[config.mk]
export PLATFORM = sky130hd
export DESIGN_NAME = pcie_ss_tlp_port
export DESIGN_NICKNAME = d
export VERILOG_FILES = /design/src/verilog/pcie_tlp_pkg.sv /design/src/verilog/tlp_port_queue.sv /design/src/verilog/tlp_ab_arbiter.sv /design/src/verilog/tlp_local_commit.sv /design/src/verilog/pcie_ss_tlp_port.sv
export VERILOG_INCLUDE_DIRS = /design/src /design/src/verilog
export SDC_FILE = /design/constraint.sdc
export NUM_CORES = 1
export LEC_CHECK = 0
export BUFFER_PORTS_ARGS = -buffer_cell sky130_fd_sc_hd__buf_2
export CAP_MARGIN = 10
export CORE_ASPECT_RATIO = 0.8
export CORE_MARGIN = 4
export CORE_UTILIZATION = 59
export CTS_CLUSTER_DIAMETER = 100
export DETAILED_ROUTE_END_ITERATION = 10
export PLACE_DENSITY = 0.79
export SLEW_MARGIN = 30
export SYNTH_ARGS = -nofsm -noshare
export SYNTH_HDL_FRONTEND = slang
export SYNTH_SLANG_ARGS = --single-unit
[constraint.sdc]
create_clock -name afu_csr_axi_lite_if -period 4.3 [get_ports afu_csr_axi_lite_if]
set_input_delay 0.43 -clock afu_csr_axi_lite_if [delete_from_list [all_inputs] [get_ports afu_csr_axi_lite_if]]
set_output_delay 0.43 -clock afu_csr_axi_lite_if [all_outputs]
set_load 0.01 [all_outputs]
[src/verilog/pcie_tlp_settings.svh]
// Queue depth and TLP field width macros for the PCIe TLP port
`ifndef PCIE_TLP_SETTINGS_SVH
`define PCIE_TLP_SETTINGS_SVH

// Entries held by each AFU channel queue before new TLPs are dropped
`define PCIE_TLP_QUEUE_DEPTH 4

// Width of the TLP tag, which is also carried back on a write commit
`define PCIE_TLP_TAG_W 8

// Width of the TLP address field
`define PCIE_TLP_ADDR_W 32

`endif

[src/verilog/pcie_tlp_pkg.sv]
// TLP kind enum plus header, merged TX and write commit struct types
`include "pcie_tlp_settings.svh"

package pcie_tlp_pkg;

    // Payload word carried with every single-beat TLP
    localparam int TLP_DATA_W = 32;

    // Kind of request or completion carried by a TLP
    typedef enum logic [1:0]
    {
        MEM_WR = 2'd0,
        MEM_RD = 2'd1,
        CPL    = 2'd2
    } tlp_kind_e;

    // One TLP as delivered by an AFU transmit channel
    typedef struct packed
    {
        tlp_kind_e                     kind;
        logic [`PCIE_TLP_TAG_W-1:0]    tag;
        logic [`PCIE_TLP_ADDR_W-1:0]   addr;
        logic [TLP_DATA_W-1:0]         data;
    } tlp_hdr_t;

    // One TLP on the merged TX stream
    // The port bit tells which AFU channel it came from, 0 for A and 1 for B
    typedef struct packed
    {
        tlp_hdr_t hdr;
        logic     port;
    } tlp_tx_t;

    // Local write commit returned on the RX B path
    typedef struct packed
    {
        logic [`PCIE_TLP_TAG_W-1:0] tag;
        logic                       port;
    } tlp_commit_t;

endpackage

[src/verilog/tlp_port_queue.sv]
// Channel FIFO with a type-parameter payload, drop on full and sticky overflow
`timescale 1ns/1ps
`include "pcie_tlp_settings.svh"

module tlp_port_queue
#(
    parameter type payload_t = logic
)
(
    input  logic     afu_csr_axi_lite_if,
    input  logic     rst_n,
    input  logic     push,
    input  payload_t push_data,
    input  logic     pop,
    output logic     not_empty,
    output payload_t head,
    output logic     overflow
);

    localparam int DEPTH = `PCIE_TLP_QUEUE_DEPTH;
    localparam int PTR_W = (DEPTH > 1) ? $clog2(DEPTH) : 1;
    localparam int CNT_W = $clog2(DEPTH + 1);

    payload_t         mem [DEPTH];
    logic [PTR_W-1:0] rd_ptr;
    logic [PTR_W-1:0] wr_ptr;
    logic [CNT_W-1:0] count;
    logic             full;
    logic             do_pop;
    logic             do_push;

    // Advance a pointer around the ring, which need not be a power of two
    function automatic logic [PTR_W-1:0] next_ptr(input logic [PTR_W-1:0] ptr);
        if (ptr == PTR_W'(DEPTH - 1))
        begin
            return '0;
        end
        return ptr + 1'b1;
    endfunction

    assign not_empty = (count != '0);
    assign full      = (count == CNT_W'(DEPTH));

    // A pop frees its slot first, so a push into a full queue that is
    // draining in the same cycle still finds room
    assign do_pop  = pop && not_empty;
    assign do_push = push && (!full || do_pop);

    // The oldest entry is presented straight from the read pointer
    assign head = mem[rd_ptr];

    always_ff @(posedge afu_csr_axi_lite_if or negedge rst_n)
    begin
        if (!rst_n)
        begin
            rd_ptr   <= '0;
            wr_ptr   <= '0;
            count    <= '0;
            overflow <= 1'b0;
        end
        else
        begin
            if (do_pop)
            begin
                rd_ptr <= next_ptr(rd_ptr);
            end
            if (do_push)
            begin
                wr_ptr <= next_ptr(wr_ptr);
            end
            case ({do_push, do_pop})
                2'b10:   count <= count + 1'b1;
                2'b01:   count <= count - 1'b1;
                default: count <= count;
            endcase
            // There is no back-pressure, so a rejected strobe is lost for good
            if (push && !do_push)
            begin
                overflow <= 1'b1;
            end
        end
    end

    // Storage array holds payload only
    always_ff @(posedge afu_csr_axi_lite_if)
    begin
        if (do_push)
        begin
            mem[wr_ptr] <= push_data;
        end
    end

endmodule

[src/verilog/tlp_ab_arbiter.sv]
// Round-robin A/B arbiter that pops the channel queues into one TX stream
`timescale 1ns/1ps

module tlp_ab_arbiter import pcie_tlp_pkg::*;
(
    input  logic     afu_csr_axi_lite_if,
    input  logic     rst_n,
    input  logic     a_ready,
    input  tlp_hdr_t a_head,
    input  logic     b_ready,
    input  tlp_hdr_t b_head,
    output logic     a_pop,
    output logic     b_pop,
    output logic     out_valid,
    output tlp_tx_t  out
);

    // Set when B holds priority, cleared when A does
    logic turn_b;
    logic grant_a;
    logic grant_b;

    // A lone requester always wins
    // With both waiting, the port whose turn it is goes first
    always_comb
    begin
        grant_a = a_ready && (!b_ready || !turn_b);
        grant_b = b_ready && (!a_ready || turn_b);
    end

    // The pop goes back to the queue in the same cycle as the grant
    assign a_pop = grant_a;
    assign b_pop = grant_b;

    always_ff @(posedge afu_csr_axi_lite_if or negedge rst_n)
    begin
        if (!rst_n)
        begin
            turn_b    <= 1'b0;
            out_valid <= 1'b0;
        end
        else
        begin
            out_valid <= grant_a || grant_b;
            // Priority passes to the other port after every grant, so
            // back-to-back contention alternates A, B, A, B
            if (grant_a)
            begin
                turn_b <= 1'b1;
            end
            else if (grant_b)
            begin
                turn_b <= 1'b0;
            end
        end
    end

    // Winning head is tagged with its source port
    always_ff @(posedge afu_csr_axi_lite_if)
    begin
        if (grant_b)
        begin
            out.hdr  <= b_head;
            out.port <= 1'b1;
        end
        else if (grant_a)
        begin
            out.hdr  <= a_head;
            out.port <= 1'b0;
        end
    end

endmodule

[src/verilog/tlp_local_commit.sv]
// Local commit stage that registers the FIM TX stream and builds write commits
`timescale 1ns/1ps

module tlp_local_commit import pcie_tlp_pkg::*;
(
    input  logic        afu_csr_axi_lite_if,
    input  logic        rst_n,
    input  logic        in_valid,
    input  tlp_tx_t     in,
    output logic        tx_valid,
    output tlp_tx_t     tx,
    output logic        commit_valid,
    output tlp_commit_t commit
);

    logic is_wr;

    // Only memory writes get a commit, reads wait for a real completion
    assign is_wr = in_valid && (in.hdr.kind == MEM_WR);

    always_ff @(posedge afu_csr_axi_lite_if or negedge rst_n)
    begin
        if (!rst_n)
        begin
            tx_valid     <= 1'b0;
            commit_valid <= 1'b0;
        end
        else
        begin
            tx_valid     <= in_valid;
            // Commit leaves together with the write it acknowledges
            commit_valid <= is_wr;
        end
    end

    // The TLP moves on unchanged one cycle later
    always_ff @(posedge afu_csr_axi_lite_if)
    begin
        if (in_valid)
        begin
            tx <= in;
        end
    end

    // Tag and port let the AFU match the commit to its own write
    always_ff @(posedge afu_csr_axi_lite_if)
    begin
        if (is_wr)
        begin
            commit.tag  <= in.hdr.tag;
            commit.port <= in.port;
        end
    end

endmodule

[src/verilog/pcie_ss_tlp_port.sv]
// Top level of the TLP port with two channel queues, the arbiter and commit stage
`timescale 1ns/1ps

module pcie_ss_tlp_port import pcie_tlp_pkg::*;
(
    input  logic        afu_csr_axi_lite_if,
    input  logic        rst_n,
    input  logic        tx_a_valid,
    input  tlp_hdr_t    tx_a,
    input  logic        tx_b_valid,
    input  tlp_hdr_t    tx_b,
    output logic        fim_tx_valid,
    output tlp_tx_t     fim_tx,
    output logic        commit_valid,
    output tlp_commit_t commit,
    output logic [1:0]  tx_overflow
);

    // Queue heads offered to the arbiter
    logic     a_not_empty;
    tlp_hdr_t a_head;
    logic     a_pop;
    logic     b_not_empty;
    tlp_hdr_t b_head;
    logic     b_pop;

    // Merged stream between the arbiter and the commit stage
    logic    tx_arb_valid;
    tlp_tx_t tx_arb;

    // Channel A queue, overflow reported on bit 0
    tlp_port_queue
    #(
        .payload_t(tlp_hdr_t)
    )
    queue_a_i
    (
        .afu_csr_axi_lite_if(afu_csr_axi_lite_if),
        .rst_n(rst_n),
        .push(tx_a_valid),
        .push_data(tx_a),
        .pop(a_pop),
        .not_empty(a_not_empty),
        .head(a_head),
        .overflow(tx_overflow[0])
    );

    // Channel B queue, overflow reported on bit 1
    tlp_port_queue
    #(
        .payload_t(tlp_hdr_t)
    )
    queue_b_i
    (
        .afu_csr_axi_lite_if(afu_csr_axi_lite_if),
        .rst_n(rst_n),
        .push(tx_b_valid),
        .push_data(tx_b),
        .pop(b_pop),
        .not_empty(b_not_empty),
        .head(b_head),
        .overflow(tx_overflow[1])
    );

    tlp_ab_arbiter arb_i
    (
        .afu_csr_axi_lite_if(afu_csr_axi_lite_if),
        .rst_n(rst_n),
        .a_ready(a_not_empty),
        .a_head(a_head),
        .b_ready(b_not_empty),
        .b_head(b_head),
        .a_pop(a_pop),
        .b_pop(b_pop),
        .out_valid(tx_arb_valid),
        .out(tx_arb)
    );

    // Final stage feeds the FIM TX stream and the RX B commit path
    tlp_local_commit commit_i
    (
        .afu_csr_axi_lite_if(afu_csr_axi_lite_if),
        .rst_n(rst_n),
        .in_valid(tx_arb_valid),
        .in(tx_arb),
        .tx_valid(fim_tx_valid),
        .tx(fim_tx),
        .commit_valid(commit_valid),
        .commit(commit)
    );

endmodule

==> impl_metrics.yaml, run 1 <==
timing:
  finalSetupViolCount: 0
  final.period_utilization_pct: 66.0
  fin_tns_setup_ns: 0
  max-slew-margin-rel_pct: 43.5
  max_freq_mhz: 352
  rsz0062_at_grt: "false"
  slew_viol_final: 0
  hold_violations: 0
  tightest_slew_ns: 0.847
  finClkSkew_ns: 0.0134
  finalCriticalPeriod_ns: 2.84
global_routing:
  grtUsageTotal_pct: 23.1
  grt_first_pass_wirelength_um: 86000
  overflow: 0
  grt_pass1_vias: 13200
  antenna_found_initial: 15
  grt_max_degree: 78
synth:
  ys_seq_area_share_pct: 82.4
  netlist_top_cells_count: "750 x edfxtp_1, 148 x mux4_2, 74 x a22o_1, 20 x dfrtp_1"
  ys_ff_latch: 771
  synth_flop_cell: "edfxtp_1"
  synth_most_common_cell: "edfxtp_1"
  synth_top_area_share_pct: 80.6
  synthDistinctLibCells: 33
  syn-mean-instance-area_sq_um: 25.0
  netlist_area_sq_um: 28000
  yosys_warnings: 0
  synth-edff-count: 750
  yosysTopAreaCell: "edfxtp_1"
  synth_area_leaders: "edfxtp_1 81%, mux4_2 12%, a22o_1 2.3%"
  synthArstFlopShare_pct: 2.59
  syn-num-nets: 1286
  syn_inst: 1120
setup_path:
  crit_path_end_kind: "register"
  rr_worst_depth: 8
  cp.required_ns: 4.81
  start_kind: "register"
  rr_endpoint: "queue_b_i.count[2]"
  critPathMaxFanout: 49
  crit_type: "reg2reg"
  arrival_ns: 3.35
  r2r_slack_ns: 1.46
  rr_startpoint: "queue_a_i.count[0]"
routing:
  ant_nets: 0
  drt-wirelength-per-cell_um: 27.8
  drc_errors: 0
  vias: 12800
  via_per_inst: 6.13
  routed_wl_um: 57900
  firstDrtPassIters: 5
  drt_iter0_markers: 1348
cells_and_area:
  area_growth_pct: 15.0
  drive_gt1_share_pct: 36.7
  final_nets: 1574
  final_cell_area_sq_um: 32100
placement:
  dpl.hpwl_um: 34000
  gp_congestion: 0.741
  io_buffers: 239
  post_dp_cell_area_sq_um: 30000
floorplan:
  ioPinCount: 240
  die_x_um: 251
  rows: 71
  core_sq_um: 46900
  start_util_pct: 59.6
  die_area_sq_um: 50900
  die_h_um: 203
run:
  maxCapViolCount: 0
min_path:
  min_path_type: "in2reg"
  whs_path_depth: 1
  hp-start: "tx_a[11]"
  hold_path_end: "queue_a_i.mem[2][11]"
power_and_ir_drop:
  peakVddDrop_v: 0.000687
  p_per_area_nw_per_um2: 730
  p_leak_nw: 11.1
clocking:
  cts_tree: "yes"
  insertion_delay_ns: 0.59
  cts_resized: 0
  cts_buffers: 70
  ctsHtreeMaxLevel: 3
  cts_setup_buffers: 0
  clk_pin_slew_ns: 0.07
  root_buffer: "clkbuf_16"
  clk_path_buf_depth: 3
  cts_hold_buf: 1
  cts_sinks: 771
status:
  status: "completed"
==> stage by stage <==
step / setup WS [ns] / hold slack (ns) / utilization [%] / std cells / total power [mW]
after floorplan: 1.08 / 0.134 / - / 1120 / 15.7
after global placement: 1.52 / 0.402 / 63.7 / 1948 / 17.6
after detailed placement: 1.50 / 0.405 / 64.0 / 1954 / 17.9
after CTS: 1.42 / 0.0184 / 68.5 / 2076 / 23.7
after global routing: 1.22 / 0.0240 / 68.5 / 2081 / 24.5
final: 1.46 / 0.0500 / 68.5 / 2084 / 23.5
==> power breakdown <==
group | internal, mW | leakage (nW) | switching [mW] | total, mW
logic | 2.80 | 2.72 | 3.14 | 5.94
clock network | 3.24 | 1.03 | 2.53 | 5.77
registers | 10.8 | 7.36 | 0.970 | 11.8
==> placed cells by master (no fill, tap or decap), types with 3 or more instances in the layout <==
cell,netlist,routed
and2_4,0,8
clkinv_1,0,11
clkbuf_16,0,73
edfxtp_1,750,750
xor2_1,4,4
dfrtp_1,20,15
mux2_2,6,6
inv_1,12,12
a22o_1,74,74
clkinv_2,0,12
clkbuf_1,16,18
buf_12,0,7
buf_2,16,239
mux4_2,148,148
buf_4,8,18
ha_1,12,12
clkinvlp_4,0,3
dfrtp_4,0,5
diode_2,0,7
nor2_1,9,9
==> state kept, by name, summed over array words and instances (netlist names), 3 cells and up <==
| name | cells |
|---|---|
| queue_b_i.count | 3 |
| commit_i.commit | 9 |
| commit_i.tx | 75 |
| queue_b_i.mem | 296 |
| queue_a_i.mem | 296 |
| arb_i.out | 75 |
| queue_a_i.count | 3 |
==> cell type report <==
| class | count | area [sq um] |
|---|---|---|
| sequential | 771 | 23100 |
| antenna | 7 | 17.5 |
| fill | 2820 | 14800 |
| timing repair buffer | 268 | 1550 |
| clock inverter | 29 | 193 |
| clock buffer | 92 | 1910 |
| tap | 620 | 776 |
| multi-input combinational | 285 | 4600 |
| inverter | 12 | 45.0 |
==> logic make-up (layout without fill, tap and decap cells) <==
group | after synthesis | count (layout) | share of synthesized area (%)
flops | 771 | 771 | 82.4
mux | 158 | 158 | 12.3
compound gates | 81 | 81 | 2.54
buf+inv | 64 | 401 | 1.25
simple gates | 26 | 26 | 0.555
fa+ha+maj | 14 | 14 | 0.680
xor+xnor | 6 | 6 | 0.188
other cells | 0 | 7 | 0
==> per-layer routing <==
metal	GRT usage (%)	routed length, um
met1	33.4	23100
met2	36.2	28500
met3	6.26	4990
met4	5.35	1260
met5	0	100
==> critical path, cell delays in order, from the launching register on <==
cell     delay, ns
dfrtp_1       0.45
nor3_4        0.40
o21a_4        0.67
ha_1          0.33
inv_1         0.06
fa_1          0.39
xor2_1        0.16
nor2_1        0.12
xor2_1        0.17
==> how the worst max path moves through the flow <==
stage	cells past startpoint	start	end
2_1_floorplan	3	queue_b_i.count[0]	queue_a_i.mem[0][0]
3_3_place_gp	8	queue_a_i.count[0]	queue_b_i.count[2]
3_5_place_dp	8	queue_a_i.count[0]	queue_b_i.count[2]
4_1_cts	8	queue_a_i.count[0]	queue_b_i.count[2]
5_1_grt	8	queue_a_i.count[0]	queue_b_i.count[2]
6_report	8	queue_a_i.count[0]	queue_b_i.count[2]
Note: power is estimated with default switching activity, not from simulation.
==> run 2: changes to the inputs <==
==> constraint.sdc (replaced) <==
create_clock -name afu_csr_axi_lite_if -period 2.8 [get_ports afu_csr_axi_lite_if]
set_input_delay 0.28 -clock afu_csr_axi_lite_if [delete_from_list [all_inputs] [get_ports afu_csr_axi_lite_if]]
set_output_delay 0.28 -clock afu_csr_axi_lite_if [all_outputs]
set_load 0.01 [all_outputs]
==> impl_metrics.yaml, run 2 (synthesis results as in run 1) <==
power_and_ir_drop:
  p_per_area_nw_per_um2: 1100
  p_switching_mw: 10.6
  p_clk_share_pct: 26.3
  p_int_mw: 26.9
  p_seq_share_pct: 47.8
  p_sw_share_pct: 28.3
  p_total_mw: 37.5
  combPwrFrac_pct: 26.0
  p_leak_nw: 11.9
  peakVddDrop_v: 0.000815
floorplan:
  rows: 71
  core_sq_um: 46900
  die_area_sq_um: 50900
  ioPinCount: 240
  die_x_um: 251
  start_util_pct: 59.6
  die_h_um: 203
timing:
  hold_violations: 0
  rsz0062_at_grt: "false"
  finalCriticalPeriod_ns: 2.44
  max-slew-margin-rel_pct: 49.9
  max_freq_mhz: 409
  slew_viol_final: 0
  finClkSkew_ns: 0.0140
  finalSetupViolCount: 0
  holdWs_ns: 0.155
  tightest_slew_ns: 0.752
  final.period_utilization_pct: 87.3
  fin_tns_setup_ns: 0
routing:
  ant_nets: 0
  vias: 13500
  firstDrtPassIters: 5
  via_per_inst: 6.01
  drc_errors: 0
  drt_iter0_markers: 1341
  routed_wl_um: 59500
  drt-wirelength-per-cell_um: 26.5
setup_path:
  r2r_slack_ns: 0.36
  startpoint: "arb_i.turn_b"
  critPathMaxFanout: 7
  rr_startpoint: "arb_i.turn_b"
  cp.required_ns: 3.33
  rr_endpoint: "queue_b_i.count[2]"
  crit_type: "reg2reg"
  start_kind: "register"
  arrival_ns: 2.98
  rr_worst_depth: 9
  crit_path_end_kind: "register"
global_routing:
  grt_max_degree: 78
  overflow: 0
  grt_pass1_vias: 14200
  grt_first_pass_wirelength_um: 90400
  grtUsageTotal_pct: 24.0
  antenna_found_initial: 6
cells_and_area:
  final_cell_area_sq_um: 34100
  drive_gt1_share_pct: 34.3
  final_common_cell: "edfxtp_1"
  top_regs: "queue_a_i.mem x296, queue_b_i.mem x296"
  final_nets: 1729
  layout_common_cells: "750 x edfxtp_1, 239 x buf_2, 151 x dlygate4sd3_1, 148 x mux4_2, 74 x a22o_1"
  area_growth_pct: 22.0
clocking:
  cts_sinks: 771
  clk_path_buf_depth: 3
  root_buffer: "clkbuf_16"
  ctsHtreeMaxLevel: 3
  insertion_delay_ns: 0.62
  cts_buffers: 72
  cts_tree: "yes"
  clk_pin_slew_ns: 0.06
placement:
  dpl.hpwl_um: 33200
  gp_congestion: 0.742
  post_dp_cell_area_sq_um: 30200
  io_buffers: 239
min_path:
  min_path_type: "in2async"
run:
  maxCapViolCount: 0
status:
  status: "completed"
run 2: changes by cell type in the layout (fill, tap and decap cells not counted), sizes merged, moves of 4 or more:
cell and delta:
bufinv +7, clkbuf -4, clkinv +4, dlygate4sd3 +150
run 2: critical path, stage by stage (launching register included):
cell and delay, ns:
dfrtp_1 0.46, or4b_4 0.57, o21a_4 0.25, inv_1 0.06
ha_1 0.18, inv_1 0.07, fa_1 0.37, xor2_1 0.15
nor2_1 0.10, xor2_1 0.16
run 2: timing repair:
action | in CTS | in global routing
endpoints found under the hold margin | 614 | 0
resized for setup | 0 | 0
setup buffers | 0 | 0
hold buffers | 151 | 0
run 2: area by class of cell:
cell class | instances | area (sq um)
Antenna cell | 4 | 10.0
Clock buffer | 88 | 1900
Clock inverter | 43 | 494
Fill cell | 2589 | 12800
Inverter | 12 | 45.0
Multi-Input combinational cell | 285 | 4600
Sequential cell | 771 | 23100
Tap cell | 620 | 776
Timing Repair Buffer | 421 | 3220
run 2: per-stage QoR:
step                worst slack (ns)  instances  utilization (%)
finish                         0.356       2244             72.7
floorplan                    0.00575       1120                -
global route                   0.199       2243             72.7
detailed placement             0.359       1958             64.4
global placement               0.379       1958             64.4
CTS                            0.336       2240             72.7
run 2: how the worst max path moves through the flow:
stage | to | depth (start not counted)
floorplan | arb_i.out[10] | 2
global placement | queue_b_i.count[2] | 9
detailed placement | queue_b_i.count[2] | 9
CTS | queue_b_i.count[2] | 9
global route | queue_b_i.count[2] | 9
finish | queue_b_i.count[2] | 9
run 2: per-layer routing:
layer	share of wire (%)	routed length (um)	up-vias	GRT usage (%)
li1	-	-	5677	-
met1	39	23400	7083	33.7
met2	50	30000	641	39.2
met3	8.3	4920	83	5.84
met4	2.0	1160	6	5.92
met5	0.037	22	-	0
run 2: power groups by stage:
stage,clock network [mW],logic (mW),registers [mW]
floorplan,0,6.28,17.8
global placement,0,9.46,17.9
detailed placement,0,9.62,18.1
CTS,10.0,9.89,17.9
global route,10.6,10.4,18.2
finish,9.85,9.74,17.9
==> run 3: changes to the inputs <==
--- a/config.mk
+++ b/config.mk
@@ -9,7 +9,6 @@
 export BUFFER_PORTS_ARGS = -buffer_cell sky130_fd_sc_hd__buf_2
 export CAP_MARGIN = 10
 export CORE_ASPECT_RATIO = 0.8
-export CORE_MARGIN = 4
 export CORE_UTILIZATION = 59
 export CTS_CLUSTER_DIAMETER = 100
 export DETAILED_ROUTE_END_ITERATION = 10
==> impl_metrics.yaml, run 3 (synthesis results as in run 1) <==
cells_and_area:
  final_cell_area_sq_um: 33900
  top_regs: "queue_a_i.mem x296, queue_b_i.mem x296"
  layout_common_cells: "750 x edfxtp_1, 239 x buf_2, 151 x dlygate4sd3_1, 148 x mux4_2, 74 x a22o_1"
  final_util_pct: 73.2
  area_growth_pct: 21.2
  stdcell_count: 2240
  final_nets: 1737
  drive_gt1_share_pct: 33.2
  final_common_cell: "edfxtp_1"
timing:
  tightest_slew_ns: 0.808
  max_freq_mhz: 406
  max-slew-margin-rel_pct: 46.2
  hold_violations: 0
  rsz0062_at_grt: "false"
  fin_ws_ns: 0.339
  finalCriticalPeriod_ns: 2.46
  final.period_utilization_pct: 87.9
  fin_tns_setup_ns: 0
  finalSetupViolCount: 0
  finClkSkew_ns: 0.0181
  slew_viol_final: 0
clocking:
  ctsHtreeMaxLevel: 3
  cts_sinks: 771
  insertion_delay_ns: 0.60
  cts_buffers: 71
  clk_pin_slew_ns: 0.06
  cts_resized: 0
  root_buffer: "clkbuf_16"
  cts_tree: "yes"
  clk_path_buf_depth: 3
setup_path:
  crit_chain: "or4b_4 > o21a_4 > inv_1 > ha_1 > inv_1 > fa_1 > xor2_1 > nor2_1 > xor2_1"
  cp_top_family: "simple AND/OR/NAND/NOR gates"
  rr_startpoint: "arb_i.turn_b"
  critPathMaxFanout: 7
  arrival_ns: 2.98
  rr_worst_depth: 9
  cp_slowest_stage_delay_ns: 0.59
  cp_slowest_cell: "or4b_4"
  crit_type: "reg2reg"
  crit_buf_inv: 2
  rr_endpoint: "queue_b_i.count[2]"
  start_kind: "register"
  crit_path_end_kind: "register"
  r2r_slack_ns: 0.34
  cp.required_ns: 3.32
placement:
  dp.cells: 1959
  preCtsSetupSlack_ns: 0.355
  post_dp_cell_area_sq_um: 30300
  io_buffers: 239
  dpl.hpwl_um: 33900
  gp_congestion: 0.726
routing:
  drt-wirelength-per-cell_um: 26.7
  vias: 13500
  drt_iter0_markers: 1189
  firstDrtPassIters: 7
  ant_nets: 0
  routed_wl_um: 59800
  via_per_inst: 6.01
  drc_errors: 0
floorplan:
  die_area_sq_um: 48300
  core_sq_um: 46200
  ioPinCount: 240
  rows: 70
  die_x_um: 245
  start_util_pct: 60.4
  die_h_um: 197
global_routing:
  grt_pass1_vias: 14100
  grtUsageTotal_pct: 25.6
  grt_max_degree: 78
  overflow: 0
  grt_first_pass_wirelength_um: 88300
  antenna_found_initial: 5
run:
  maxCapViolCount: 0
power_and_ir_drop:
  peakVddDrop_v: 0.00106
  p_leak_nw: 11.8
  p_per_area_nw_per_um2: 1080
min_path:
  min_path_type: "in2async"
status:
  status: "completed"
==> run 3: cell types whose count changed in the layout (fill, tap and decap cells not counted), sizes merged <==
cell	change
buf	+9
bufinv	-7
clkbuf	+6
clkinv	-4
clkinvlp	-2
diode	+5
inv	-3
==> run 3: where the power goes <==
part | total (mW) | switching, mW | internal (mW)
clock network | 8.88 | 3.94 | 4.95
logic | 9.77 | 5.09 | 4.68
registers | 18.0 | 1.45 | 16.6
==> run 3: worst max-delay path by stage <==
stage,from,endpoint,slack [ns],cells after the start
after global routing,arb_i.turn_b,queue_b_i.count[2],0.19,9
after detailed placement,arb_i.turn_b,queue_b_i.count[2],0.35,9
final,arb_i.turn_b,queue_b_i.count[2],0.34,9
after CTS,arb_i.turn_b,queue_b_i.count[2],0.33,9
after floorplan,queue_b_i.count[0],arb_i.out[10],0.006,2
after global placement,arb_i.turn_b,queue_b_i.count[2],0.38,9
==> run 3: routing by layer <==
metal	up-vias	track usage, %	routed length [um]
met5	-	0	10
met4	2	8.05	1510
met3	106	5.94	4650
met2	624	40.9	29500
met1	7029	35.8	24100
li1	5696	-	-
==> run 3: layout make-up <==
type	count	area, sq um
flip-flops and latches	771	23100
multi-input cells	285	4600
inverters	12	45.0
diodes	9	22.5
repair buffers	430	3300
well taps	612	766
clock buffers	94	1910
fillers	2567	12400
clock inverters	27	166
==> run 3: per-stage QoR <==
stage | hold slack, ns | power [mW]
final | 0.196 | 36.7
after global routing | 0.210 | 38.1
after CTS | 0.174 | 36.9
after detailed placement | 0.268 | 27.8
after global placement | 0.269 | 27.4
after floorplan | -0.0156 | 24.0
==> run 3: what timing repair did <==
action / CTS / global route
hold endpoints to repair: 614 / 0
endpoints found under the setup margin: 0 / 0
hold buffers: 151 / 0
setup buffers: 0 / 0
